--- config.mk ---
export PLATFORM = sky130hd
export DESIGN_NAME = adc_capture_top
export DESIGN_NICKNAME = d
export VERILOG_FILES = /design/src/design/adc_capture_pkg.sv /design/src/design/adc_word_decode.sv /design/src/design/sample_averager.sv /design/src/design/capture_trigger.sv /design/src/design/sample_fifo.sv /design/src/design/adc_capture_top.sv
export SDC_FILE = /design/constraint.sdc
export NUM_CORES = 1
export LEC_CHECK = 0
export BUFFER_PORTS_ARGS = -buffer_cell sky130_fd_sc_hd__buf_2
export CORE_MARGIN = 4
export CORE_UTILIZATION = 53
export CTS_CLUSTER_SIZE = 25
export DETAILED_ROUTE_END_ITERATION = 16
export HOLD_SLACK_MARGIN = 0.15
export PLACE_DENSITY = 0.76
export SETUP_SLACK_MARGIN = 0.2
export SLEW_MARGIN = 10
export SYNTH_ARGS = -nofsm -noshare
export SYNTH_HDL_FRONTEND = slang
export SYNTH_SLANG_ARGS = --single-unit
--- constraint.sdc ---
create_clock -name clk -period 2.58 [get_ports clk]
set_input_delay 0.516 -clock clk [delete_from_list [all_inputs] [get_ports clk]]
set_output_delay 0.516 -clock clk [all_outputs]
set_load 0.01 [all_outputs]
--- src/design/adc_capture_pkg.sv ---
`default_nettype none

package adc_capture_pkg;

    // Every processed sample is this wide, whatever the converter width
    localparam int SAMPLE_WIDTH = 16;

    // Two's-complement, left-aligned sample
    typedef logic signed [SAMPLE_WIDTH-1:0] sample_t;

    // One decimated sample with its strobe
    typedef struct packed {
        logic    valid;  // One item this cycle
        sample_t data;   // Block mean
    } avg_sample_t;

    // Capture sequencer states
    typedef enum logic [1:0] {
        IDLE,    // Waiting for arm
        ARMED,   // Looking for a level crossing
        RECORD   // Writing samples into the buffer
    } trig_state_t;

endpackage

`default_nettype wire

--- src/design/adc_word_decode.sv ---
`timescale 1ns/1ps
`default_nettype none

module adc_word_decode
    import adc_capture_pkg::*;
#(
    parameter int ADC_WIDTH = 12  // Raw converter width, 12 or 16
) (
    input  logic                 clk,
    input  logic                 reset,
    input  logic                 adc_valid,    // One raw word this cycle
    input  logic [ADC_WIDTH-1:0] adc_data,     // Offset-binary word
    output logic                 sample_valid, // One sample this cycle
    output sample_t              sample        // Signed, left-aligned
);

    // Pad needed to push the converter MSB up to bit 15
    localparam int ALIGN_SHIFT = SAMPLE_WIDTH - ADC_WIDTH;

    logic [ADC_WIDTH-1:0]    twos_word;  // Offset binary with MSB flipped
    logic [SAMPLE_WIDTH-1:0] wide_word;  // Zero-extended before alignment
    sample_t                 aligned;    // Final signed value

    // Offset binary to two's complement is just an MSB flip
    assign twos_word = {~adc_data[ADC_WIDTH-1], adc_data[ADC_WIDTH-2:0]};

    assign wide_word = SAMPLE_WIDTH'(twos_word);
    assign aligned   = sample_t'(wide_word << ALIGN_SHIFT); // Zeros fill the low bits

    // Strobe follows adc_valid by one cycle
    always_ff @(posedge clk) begin
        if (reset) begin
            sample_valid <= 1'b0;
        end else begin
            sample_valid <= adc_valid;
        end
    end

    // Data register, holds the last word between strobes
    always_ff @(posedge clk) begin
        if (adc_valid) begin
            sample <= aligned;
        end
    end

endmodule

`default_nettype wire

--- src/design/sample_averager.sv ---
`timescale 1ns/1ps
`default_nettype none

module sample_averager
    import adc_capture_pkg::*;
#(
    parameter int AVG_SHIFT = 2  // Block length is 2**AVG_SHIFT
) (
    input  logic        clk,
    input  logic        reset,
    input  logic        sample_valid, // One sample this cycle
    input  sample_t     sample,       // Decoded sample
    output avg_sample_t avg_out       // Decimated stream
);

    logic    avg_valid_q;  // One mean per block
    sample_t avg_data_q;   // Registered mean

    assign avg_out = '{valid: avg_valid_q, data: avg_data_q};

    if (AVG_SHIFT == 0) begin : g_bypass
        // Block of one, just a register stage
        always_ff @(posedge clk) begin
            if (reset) begin
                avg_valid_q <= 1'b0;
            end else begin
                avg_valid_q <= sample_valid;
            end
        end

        always_ff @(posedge clk) begin
            if (sample_valid) begin
                avg_data_q <= sample;
            end
        end
    end else begin : g_boxcar
        // Sum of 2**AVG_SHIFT samples needs AVG_SHIFT guard bits
        localparam int ACC_WIDTH = SAMPLE_WIDTH + AVG_SHIFT;
        typedef logic signed [ACC_WIDTH-1:0] acc_t;

        logic [AVG_SHIFT-1:0] block_cnt;     // Position inside the block
        acc_t                 acc;           // Running sum of earlier samples
        acc_t                 acc_sum;       // Sum including this sample
        logic                 last_in_block; // This sample closes the block

        assign acc_sum       = acc + acc_t'(sample);  // Sign-extended add
        assign last_in_block = &block_cnt;

        // Phase counter and accumulator, both counted from reset
        always_ff @(posedge clk) begin
            if (reset) begin
                block_cnt   <= '0;
                acc         <= '0;
                avg_valid_q <= 1'b0;
            end else begin
                avg_valid_q <= sample_valid && last_in_block;
                if (sample_valid) begin
                    block_cnt <= block_cnt + 1'b1;            // Wraps at block end
                    acc       <= last_in_block ? '0 : acc_sum; // Restart on a new block
                end
            end
        end

        // Arithmetic shift gives the floor of the mean
        always_ff @(posedge clk) begin
            if (sample_valid && last_in_block) begin
                avg_data_q <= sample_t'(acc_sum >>> AVG_SHIFT);
            end
        end
    end

endmodule

`default_nettype wire

--- src/design/capture_trigger.sv ---
`timescale 1ns/1ps
`default_nettype none

module capture_trigger
    import adc_capture_pkg::*;
#(
    parameter int RECORD_LEN = 24  // Writes per trigger
) (
    input  logic        clk,
    input  logic        reset,
    input  logic        arm,        // Pulse, only seen in IDLE
    input  sample_t     trig_level, // Signed threshold
    input  avg_sample_t avg_in,     // Averaged stream
    output logic        wr_en,      // One write this cycle
    output sample_t     wr_data,
    output logic        busy,       // ARMED or RECORD
    output logic        done        // Final write of a record
);

    localparam int CNT_W = $clog2(RECORD_LEN + 1);
    localparam logic [CNT_W-1:0] LAST_CNT = CNT_W'(RECORD_LEN - 1);

    trig_state_t      state;
    logic [CNT_W-1:0] rec_cnt;    // Writes issued so far in this record
    logic             level_hit;  // Current mean reaches the threshold
    logic             take;       // Forward this sample to the buffer

    assign level_hit = avg_in.data >= trig_level;  // Both signed

    // Qualifying sample in ARMED, or anything while recording
    always_comb begin
        take = 1'b0;
        if (avg_in.valid) begin
            case (state)
                ARMED:   take = level_hit;
                RECORD:  take = 1'b1;
                default: take = 1'b0;
            endcase
        end
    end

    assign busy = (state != IDLE);

    always_ff @(posedge clk) begin
        if (reset) begin
            state   <= IDLE;
            rec_cnt <= '0;
            wr_en   <= 1'b0;
            done    <= 1'b0;
        end else begin
            wr_en <= take;
            done  <= 1'b0;
            case (state)
                IDLE: begin
                    rec_cnt <= '0;
                    if (arm) begin
                        state <= ARMED;
                    end
                end
                ARMED, RECORD: begin
                    if (take) begin
                        // Dropped writes in the FIFO still count here
                        if (rec_cnt == LAST_CNT) begin
                            state   <= IDLE;
                            rec_cnt <= '0;
                            done    <= 1'b1;
                        end else begin
                            state   <= RECORD;
                            rec_cnt <= rec_cnt + 1'b1;
                        end
                    end
                end
                default: state <= IDLE;
            endcase
        end
    end

    // Write data follows the strobe by the same single cycle
    always_ff @(posedge clk) begin
        if (take) begin
            wr_data <= avg_in.data;
        end
    end

endmodule

`default_nettype wire

--- src/design/sample_fifo.sv ---
`timescale 1ns/1ps
`default_nettype none

module sample_fifo
    import adc_capture_pkg::*;
#(
    parameter int FIFO_DEPTH = 16  // Power of two
) (
    input  logic    clk,
    input  logic    reset,
    input  logic    wr_en,     // Write strobe, dropped when full
    input  sample_t wr_data,
    input  logic    rd_en,     // Read strobe, ignored when empty
    output sample_t rd_data,   // Registered, one cycle after rd_en
    output logic    empty,
    output logic    half_full, // More than half occupied
    output logic    full,
    output logic    overflow   // Sticky until reset
);

    localparam int PTR_W = $clog2(FIFO_DEPTH);
    localparam int CNT_W = PTR_W + 1;  // Extra bit so DEPTH fits

    localparam logic [CNT_W-1:0] DEPTH_CNT = CNT_W'(FIFO_DEPTH);
    localparam logic [CNT_W-1:0] HALF_CNT  = CNT_W'(FIFO_DEPTH / 2);

    sample_t          mem [FIFO_DEPTH];
    logic [PTR_W-1:0] wr_ptr;      // Wraps naturally at DEPTH
    logic [PTR_W-1:0] rd_ptr;
    logic [CNT_W-1:0] count;
    logic [CNT_W-1:0] count_next;
    logic             wr_accept;   // Write actually stored
    logic             rd_accept;   // Read actually performed

    assign wr_accept = wr_en && !full;
    assign rd_accept = rd_en && !empty;

    // Occupancy after this cycle, both strobes cancel out
    always_comb begin
        count_next = count;
        if (wr_accept && !rd_accept) begin
            count_next = count + 1'b1;
        end else if (rd_accept && !wr_accept) begin
            count_next = count - 1'b1;
        end
    end

    // Pointers, count and flags
    always_ff @(posedge clk) begin
        if (reset) begin
            wr_ptr    <= '0;
            rd_ptr    <= '0;
            count     <= '0;
            empty     <= 1'b1;
            half_full <= 1'b0;
            full      <= 1'b0;
            overflow  <= 1'b0;
        end else begin
            if (wr_accept) begin
                wr_ptr <= wr_ptr + 1'b1;
            end
            if (rd_accept) begin
                rd_ptr <= rd_ptr + 1'b1;
            end
            count     <= count_next;
            // Flags from the next count so they change with it
            empty     <= (count_next == '0);
            half_full <= (count_next > HALF_CNT);
            full      <= (count_next == DEPTH_CNT);
            if (wr_en && full) begin
                overflow <= 1'b1;  // Sample lost, no way to stall the ADC
            end
        end
    end

    // Read port holds its value on an empty read
    always_ff @(posedge clk) begin
        if (reset) begin
            rd_data <= '0;
        end else if (rd_accept) begin
            rd_data <= mem[rd_ptr];
        end
    end

    // Storage
    always_ff @(posedge clk) begin
        if (wr_accept) begin
            mem[wr_ptr] <= wr_data;
        end
    end

endmodule

`default_nettype wire

--- src/design/adc_capture_top.sv ---
`timescale 1ns/1ps
`default_nettype none

module adc_capture_top
    import adc_capture_pkg::*;
#(
    parameter int ADC_WIDTH  = 12, // Raw word width
    parameter int AVG_SHIFT  = 2,  // log2 of block length
    parameter int RECORD_LEN = 24, // Samples per trigger
    parameter int FIFO_DEPTH = 16  // Power of two
) (
    input  logic                 clk,
    input  logic                 reset,
    input  logic                 adc_valid,
    input  logic [ADC_WIDTH-1:0] adc_data,
    input  logic                 arm,
    input  sample_t              trig_level,
    input  logic                 rd_en,
    output sample_t              rd_data,
    output logic                 empty,
    output logic                 half_full,
    output logic                 full,
    output logic                 overflow,
    output logic                 busy,
    output logic                 done
);

    logic        sample_valid;  // Decode to averager
    sample_t     sample;
    avg_sample_t avg_sample;    // Averager to trigger
    logic        wr_en;         // Trigger to FIFO
    sample_t     wr_data;

    // Offset binary to signed, left-aligned
    adc_word_decode #(
        .ADC_WIDTH (ADC_WIDTH)
    ) u_decode (
        .clk          (clk),
        .reset        (reset),
        .adc_valid    (adc_valid),
        .adc_data     (adc_data),
        .sample_valid (sample_valid),
        .sample       (sample)
    );

    // Boxcar decimation
    sample_averager #(
        .AVG_SHIFT (AVG_SHIFT)
    ) u_averager (
        .clk          (clk),
        .reset        (reset),
        .sample_valid (sample_valid),
        .sample       (sample),
        .avg_out      (avg_sample)
    );

    // Level trigger and record gate
    capture_trigger #(
        .RECORD_LEN (RECORD_LEN)
    ) u_trigger (
        .clk        (clk),
        .reset      (reset),
        .arm        (arm),
        .trig_level (trig_level),
        .avg_in     (avg_sample),
        .wr_en      (wr_en),
        .wr_data    (wr_data),
        .busy       (busy),
        .done       (done)
    );

    // Host-side buffer
    sample_fifo #(
        .FIFO_DEPTH (FIFO_DEPTH)
    ) u_fifo (
        .clk       (clk),
        .reset     (reset),
        .wr_en     (wr_en),
        .wr_data   (wr_data),
        .rd_en     (rd_en),
        .rd_data   (rd_data),
        .empty     (empty),
        .half_full (half_full),
        .full      (full),
        .overflow  (overflow)
    );

endmodule

`default_nettype wire

Word-level counts from Yosys, hierarchy flattened

Memory sizes are Yosys's and may differ from the RTL's. A register that Yosys moved wholly into a read port is not among the register bits.
Index checks and enable logic that the tools add are counted.

Memories kept: 1
Logic and storage cells: 71
Register bits: 92
Bits in latches: 0
Input bits: 33
Memory bits (writable): 256
Bits in read-only memories: 0
Output and inout bits: 22

Memories:

| name       | words | bits a word | rd ports | clocked after memory_dff | wr ports | line              | source |
|---|---|---|---|---|---|---|---|
| u_fifo.mem | 16    | 16          | 1        | 1                        | 1        | sample_fifo.sv:27 | `sample_t mem [FIFO_DEPTH];` |

Magnitude comparators: 2
Divide/modulo/power cells: 0
Bitwise logic cells: 3
Shifts and indexed selects: 0
Muxes and demuxes: 15
$add $sub $neg: 7
Reduce and logical (&&, ||, !) cells: 19
Multipliers: 0
Eq/ne operators: 6

Operators with widths:

| kind                | number |
|---|---|
| $mux 5              | 4 |
| $add 18x16->18      | 1 |
| $mux 18             | 1 |
| $ge 16x16->1        | 1 |
| $add 5x1->5 const B | 2 |
| $eq 5x5->1 const B  | 2 |
| $pmux 5 s2          | 1 |
| $add 4x1->4 const B | 2 |
| $logic_and 1x1->1   | 6 |
| $mux 2              | 3 |
| $reduce_and 2->1    | 3 |
| $gt 5x4->1 const B  | 1 |
| $logic_not 5->1     | 1 |
| $sub 5x1->5 const B | 1 |
| $logic_not 1->1     | 4 |
| $mux 1              | 4 |
| $pmux 2 s2          | 1 |
| $reduce_bool 2->1   | 2 |
| $not 1->1           | 3 |
| $reduce_or 3->1     | 1 |
| $add 2x1->2 const B | 1 |
| $eq 2x1->1 const B  | 1 |
| $eq 2x2->1 const B  | 1 |
| $logic_not 2->1     | 1 |
| 4 further kinds     | 4 |

Longest topological paths before layout

Word-level depth: 7
Mapped depth: 11
Gate-level depth less buffers: 11

By module

From an unflattened synthesis, not the netlist that was laid out.

Cell total of the unflattened synthesis: 982
Area total of the unflattened synthesis: 15328.5 um^2

By module, submodules not included:

| module          | cells an instance | sequential area each (um^2) | area an instance (um^2) | times used |
|---|---|---|---|---|
| sample_fifo     | 562               | 8348.0                      | 11004.3                 | 1 |
| sample_averager | 258               | 900.9                       | 2408.6                  | 1 |
| capture_trigger | 142               | 660.6                       | 1483.9                  | 1 |
| adc_word_decode | 20                | 380.4                       | 431.7                   | 1 |

Worst setup path before layout

OpenSTA, ideal clock, no wires.

Path kind: input to register
Start point: input port trig_level[2]
End point: register u_trigger.wr_data[10] (enable)
Data arrival time: 2.278 ns
Cell stages on the path: 9
Setup time: 0.386 ns
Setup slack: -0.084 ns
Buffers on the path: 0
Data required time: 2.194 ns
Cells stage by stage: inv_1 -> ha_1 -> nor3b_1 -> o21a_1 -> o21ai_1 -> a211oi_2 -> nor3_2 -> a2bb2oi_4 -> nor2b_1

Word-level cells in the longest chain between the ends: 3

Ends and longest elaborated chain:

| element              | line                  | source |
|---|---|---|
| from (decl)          | adc_capture_top.sv:17 | `input sample_t trig_level,` |
| $ge 16x16->1         | capture_trigger.sv:28 | `assign level_hit = avg_in.data >= trig_level;` |
| $pmux 1 s2           | capture_trigger.sv:34 | `case (state)` |
| $mux 1               | capture_trigger.sv:33 | `if (avg_in.valid) begin` |
| net u_trigger.take   | capture_trigger.sv:26 | `logic take;` |
| to (signal assigned) | capture_trigger.sv:81 | `wr_data <= avg_in.data;` |
| to (decl)            | capture_trigger.sv:15 | `output sample_t wr_data,` |

The timed path passes the listed nets, and every way through them passes these cells.
A chain may end at the register's enable or synchronous reset.

Worst setup path in the final report

Start point: register u_decode.sample[4]
End point: register u_averager.g_boxcar.acc[16]

Word-level cells in the longest chain between the ends: 2

Ends and longest elaborated chain:

| element                | line                  | source |
|---|---|---|
| from (decl)            | adc_word_decode.sv:14 | `output sample_t sample` |
| from (signal assigned) | adc_word_decode.sv:42 | `sample <= aligned;` |
| $add 18x16->18         | sample_averager.sv:46 | `assign acc_sum = acc + acc_t'(sample);` |
| $mux 18                | sample_averager.sv:59 | `acc <= last_in_block ? '0 : acc_sum;` |
| to (signal assigned)   | sample_averager.sv:59 |  |
| to (decl)              | sample_averager.sv:42 | `acc_t acc;` |

Every way passes these cells.

==> flow_metrics.tcl <==
set metrics [dict create \
    num_io_pins 55 \
    fin_crit_ns 2.44 \
    power_density_mw_per_mm2 787 \
    finClkSkew_ns 0.0274 \
    setup_viol 0 \
    cts-root-buf "clkbuf_16" \
    synthArstFlopShare 0 \
    clk_pin_slew_ns 0.06 \
    die_x_um 166 \
    ys_types 57 \
    synth.largest_area_cell "edfxtp_1" \
    power_switching_share 0.234 \
    layout_setup_ws_ns 0.143 \
    holdWs_ns 0.175 \
    initial_core_util 0.541 \
    cp.required_ns 2.99 \
    r2r_cells 12 \
    rows 57 \
    gp_congestion 0.797 \
    yosys-top-cells-area "edfxtp_1, mux4_2, dfxtp_1, ha_1, a21oi_1" \
    hp-class "in2reg" \
    drive_gt1_frac 0.275 \
    timing.rr.end "u_averager.g_boxcar.acc[16]" \
    clk_latency_ns 0.51 \
    totalNegativeSetupSlack_ns 0 \
    synth_top_area_share 0.601 \
    syn_area_per_cell_um2 16.5 \
    wl_per_cell_um 20.3 \
    crit_buf_inv 2 \
    grt_pass1_vias 7271 \
    grt-ovfl-total 0 \
    comb_power_share 0.135 \
    drv_cap 0 \
    die_h_um 166 \
    max_freq_mhz 410 \
    synth.top_cells.by_count "edfxtp_1, mux4_2, dfxtp_1" \
    p_int_mw 9.26 \
    yosysMostFrequentCell "edfxtp_1" \
    relSlewSlack 0.457 \
    r2r_slack_ns 0.14 \
    pwr-share-clk 0.383 \
    critPathSlowestCell "fa_2" \
    hpwl_um 16200 \
    grt_max_degree 38 \
    tightest_slew_ns 0.813 \
    critPathKind "reg2reg" \
    peakVddDrop_mv 0.489 \
    syn_area_mm2 0.0132 \
    crit_top_cell "a21oi_2" \
    clockBufferDepth 3 \
    p_sw_mw 2.82 \
    drt_wl_total_um 25400 \
    seq_power_share 0.482 \
    drc 0 \
    rsz0062_at_grt "yes" \
    portBuffers 52 \
    grt_pass1_wl_um 40000 \
    drtIter0Drc 554 \
    diodes 0 \
    status "finished clean" \
    max_stage_delay_ns 0.36 \
    synth_ff_type "edfxtp_1" \
    cts_hold_buf 0 \
    endpoint_kind "flip-flop" \
    cts.htree.levels 2 \
    dieArea_mm2 0.0275 \
    worstPathMaxFanout 3 \
    ys_seq_area_frac 0.689 \
    cts_tree "done" \
    hold_depth 1 \
    syn2layout_area_growth_pct 16.4 \
    hold_violations 0 \
    slew_viol_final 0 \
    yosysWarnings 0 \
    via_per_inst 5.61 \
    start_kind "flip-flop" \
    antenna_found_initial 0 \
    ys_ff_latch 322 \
    dr.pass1.iters 5 \
    hold_end "u_decode.sample[11]" \
    cts_sinks 322 \
    cts_buffers 34 \
    cp_cell_sequence "ha_2, inv_2, fa_2, nor2b_1, o21ai_1, a21oi_2, o31ai_4, a21oi_2, nor4_2, buf_4, or3_1, o221ai_1" \
    ant_nets 0 \
    synth_edf_count 264 \
    worstHoldStart "adc_data[7]" \
    final_core_util 0.629 \
    core_mm2 0.0244 \
    period_share 0.945 \
    grtUsageTotal 0.186 \
    via_count 7018 \
    cp.arrival_ns 2.85 \
    p_leak_nw 5.30 \
    dpl_worst_slack_ns -0.228 \
    r2r-start "u_decode.sample[4]" \
    syn_inst 798 \
    nets 976 \
    critPathTopFamily "compound AO/OA/AOI/OAI gates" \
]
[how the worst max path moves through the flow]
stage,cells after the start,endpoint,start
finish,12,u_averager.g_boxcar.acc[16],u_decode.sample[4]
floorplan,9,u_trigger.wr_data[10],trig_level[2]
global route,11,u_averager.avg_data_q[14],u_decode.sample[4]
CTS,10,u_trigger.state[1],u_averager.avg_data_q[2]
detailed placement,10,u_trigger.wr_data[2],trig_level[2]
global placement,10,u_trigger.wr_data[6],trig_level[2]
[stage by stage]
stage          std cells  instance area, um2  total power, mW
5_1_grt             1250               15400             12.6
3_5_place_dp        1182               14100             7.51
6_report            1250               15400             12.1
3_3_place_gp        1182               14100             7.48
4_1_cts             1246               15200             12.2
2_1_floorplan        799               13200             7.09
[state kept, by name, summed over array words and instances, names as in the netlist, 2 cells and up]
| register | count |
|---|---|
| u_trigger.wr_data | 14 |
| u_fifo.count | 5 |
| u_averager.avg_data_q | 14 |
| u_fifo.mem | 224 |
| u_decode.sample | 12 |
| u_trigger.state | 2 |
| u_averager.g_boxcar.block_cnt | 2 |
| u_fifo.rd_ptr | 4 |
| u_averager.g_boxcar.acc | 14 |
| u_fifo.wr_ptr | 4 |
| u_fifo.rd_data | 14 |
| u_trigger.rec_cnt | 5 |
[cell type report]
class | count | area, um2
fill | 1714 | 9040
clock buffer | 40 | 905
clock inverter | 21 | 163
multi-input combinational | 407 | 3960
sequential | 322 | 9090
tap | 324 | 405
inverter | 35 | 131
timing repair buffer | 101 | 694
[logic make-up (layout without fill, tap and decap cells)]
logic type / Yosys count / after routing / share of synthesized area
xor+xnor: 20 / 20 / 0.0133
flops: 322 / 322 / 0.689
compound gates: 88 / 88 / 0.0431
buf+inv: 70 / 197 / 0.0228
fa+ha+maj: 42 / 42 / 0.0404
simple gates: 179 / 179 / 0.0669
other cells: 1 / 2 / 0.000284
mux: 76 / 76 / 0.124
[per-layer routing]
| layer | vias to the layer above | track usage | part of all wire |
|---|---|---|---|
| met3 | 40 | 0.0314 | 0.053 |
| li1 | 3270 | - | - |
| met1 | 3514 | 0.245 | 0.41 |
| met4 | 0 | 0.0563 | 0.021 |
| met2 | 194 | 0.321 | 0.52 |
| met5 | - | 0 | 0 |
[power groups by stage]
| stage | registers [mW] | clock network, mW | logic [mW] |
|---|---|---|---|
| detailed placement | 5.94 | 0 | 1.57 |
| global route | 5.85 | 4.95 | 1.79 |
| global placement | 5.93 | 0 | 1.55 |
| finish | 5.83 | 4.62 | 1.63 |
| floorplan | 5.91 | 0 | 1.18 |
| CTS | 5.83 | 4.71 | 1.63 |
[timing repair]
action,4_1_cts,5_1_grt
pin swaps,5,11
resized for setup,9,15
cloned,0,0
setup buffers,3,4
endpoints found under the setup margin,20,26
[layout by cell type (no fill, tap or decap), drive strengths merged, types with 3 or more instances in the layout]
cell	n
nor2b	20
ha	41
clkinvlp	3
nor4	4
nand2b	18
nor3	7
mux4	70
nor2	50
dfxtp	58
nand3	4
o21ai	10
or3	4
o21a	5
a211oi	3
o31ai	3
xnor2	12
a21o	5
nand2	51
nand3b	4
clkinv	14
inv	37
a21boi	4
a21oi	44
xor2	8
nand4	6
clkbuf	40
edfxtp	264
buf	101
mux2i	5
Power figures use the tool's default switching activity.
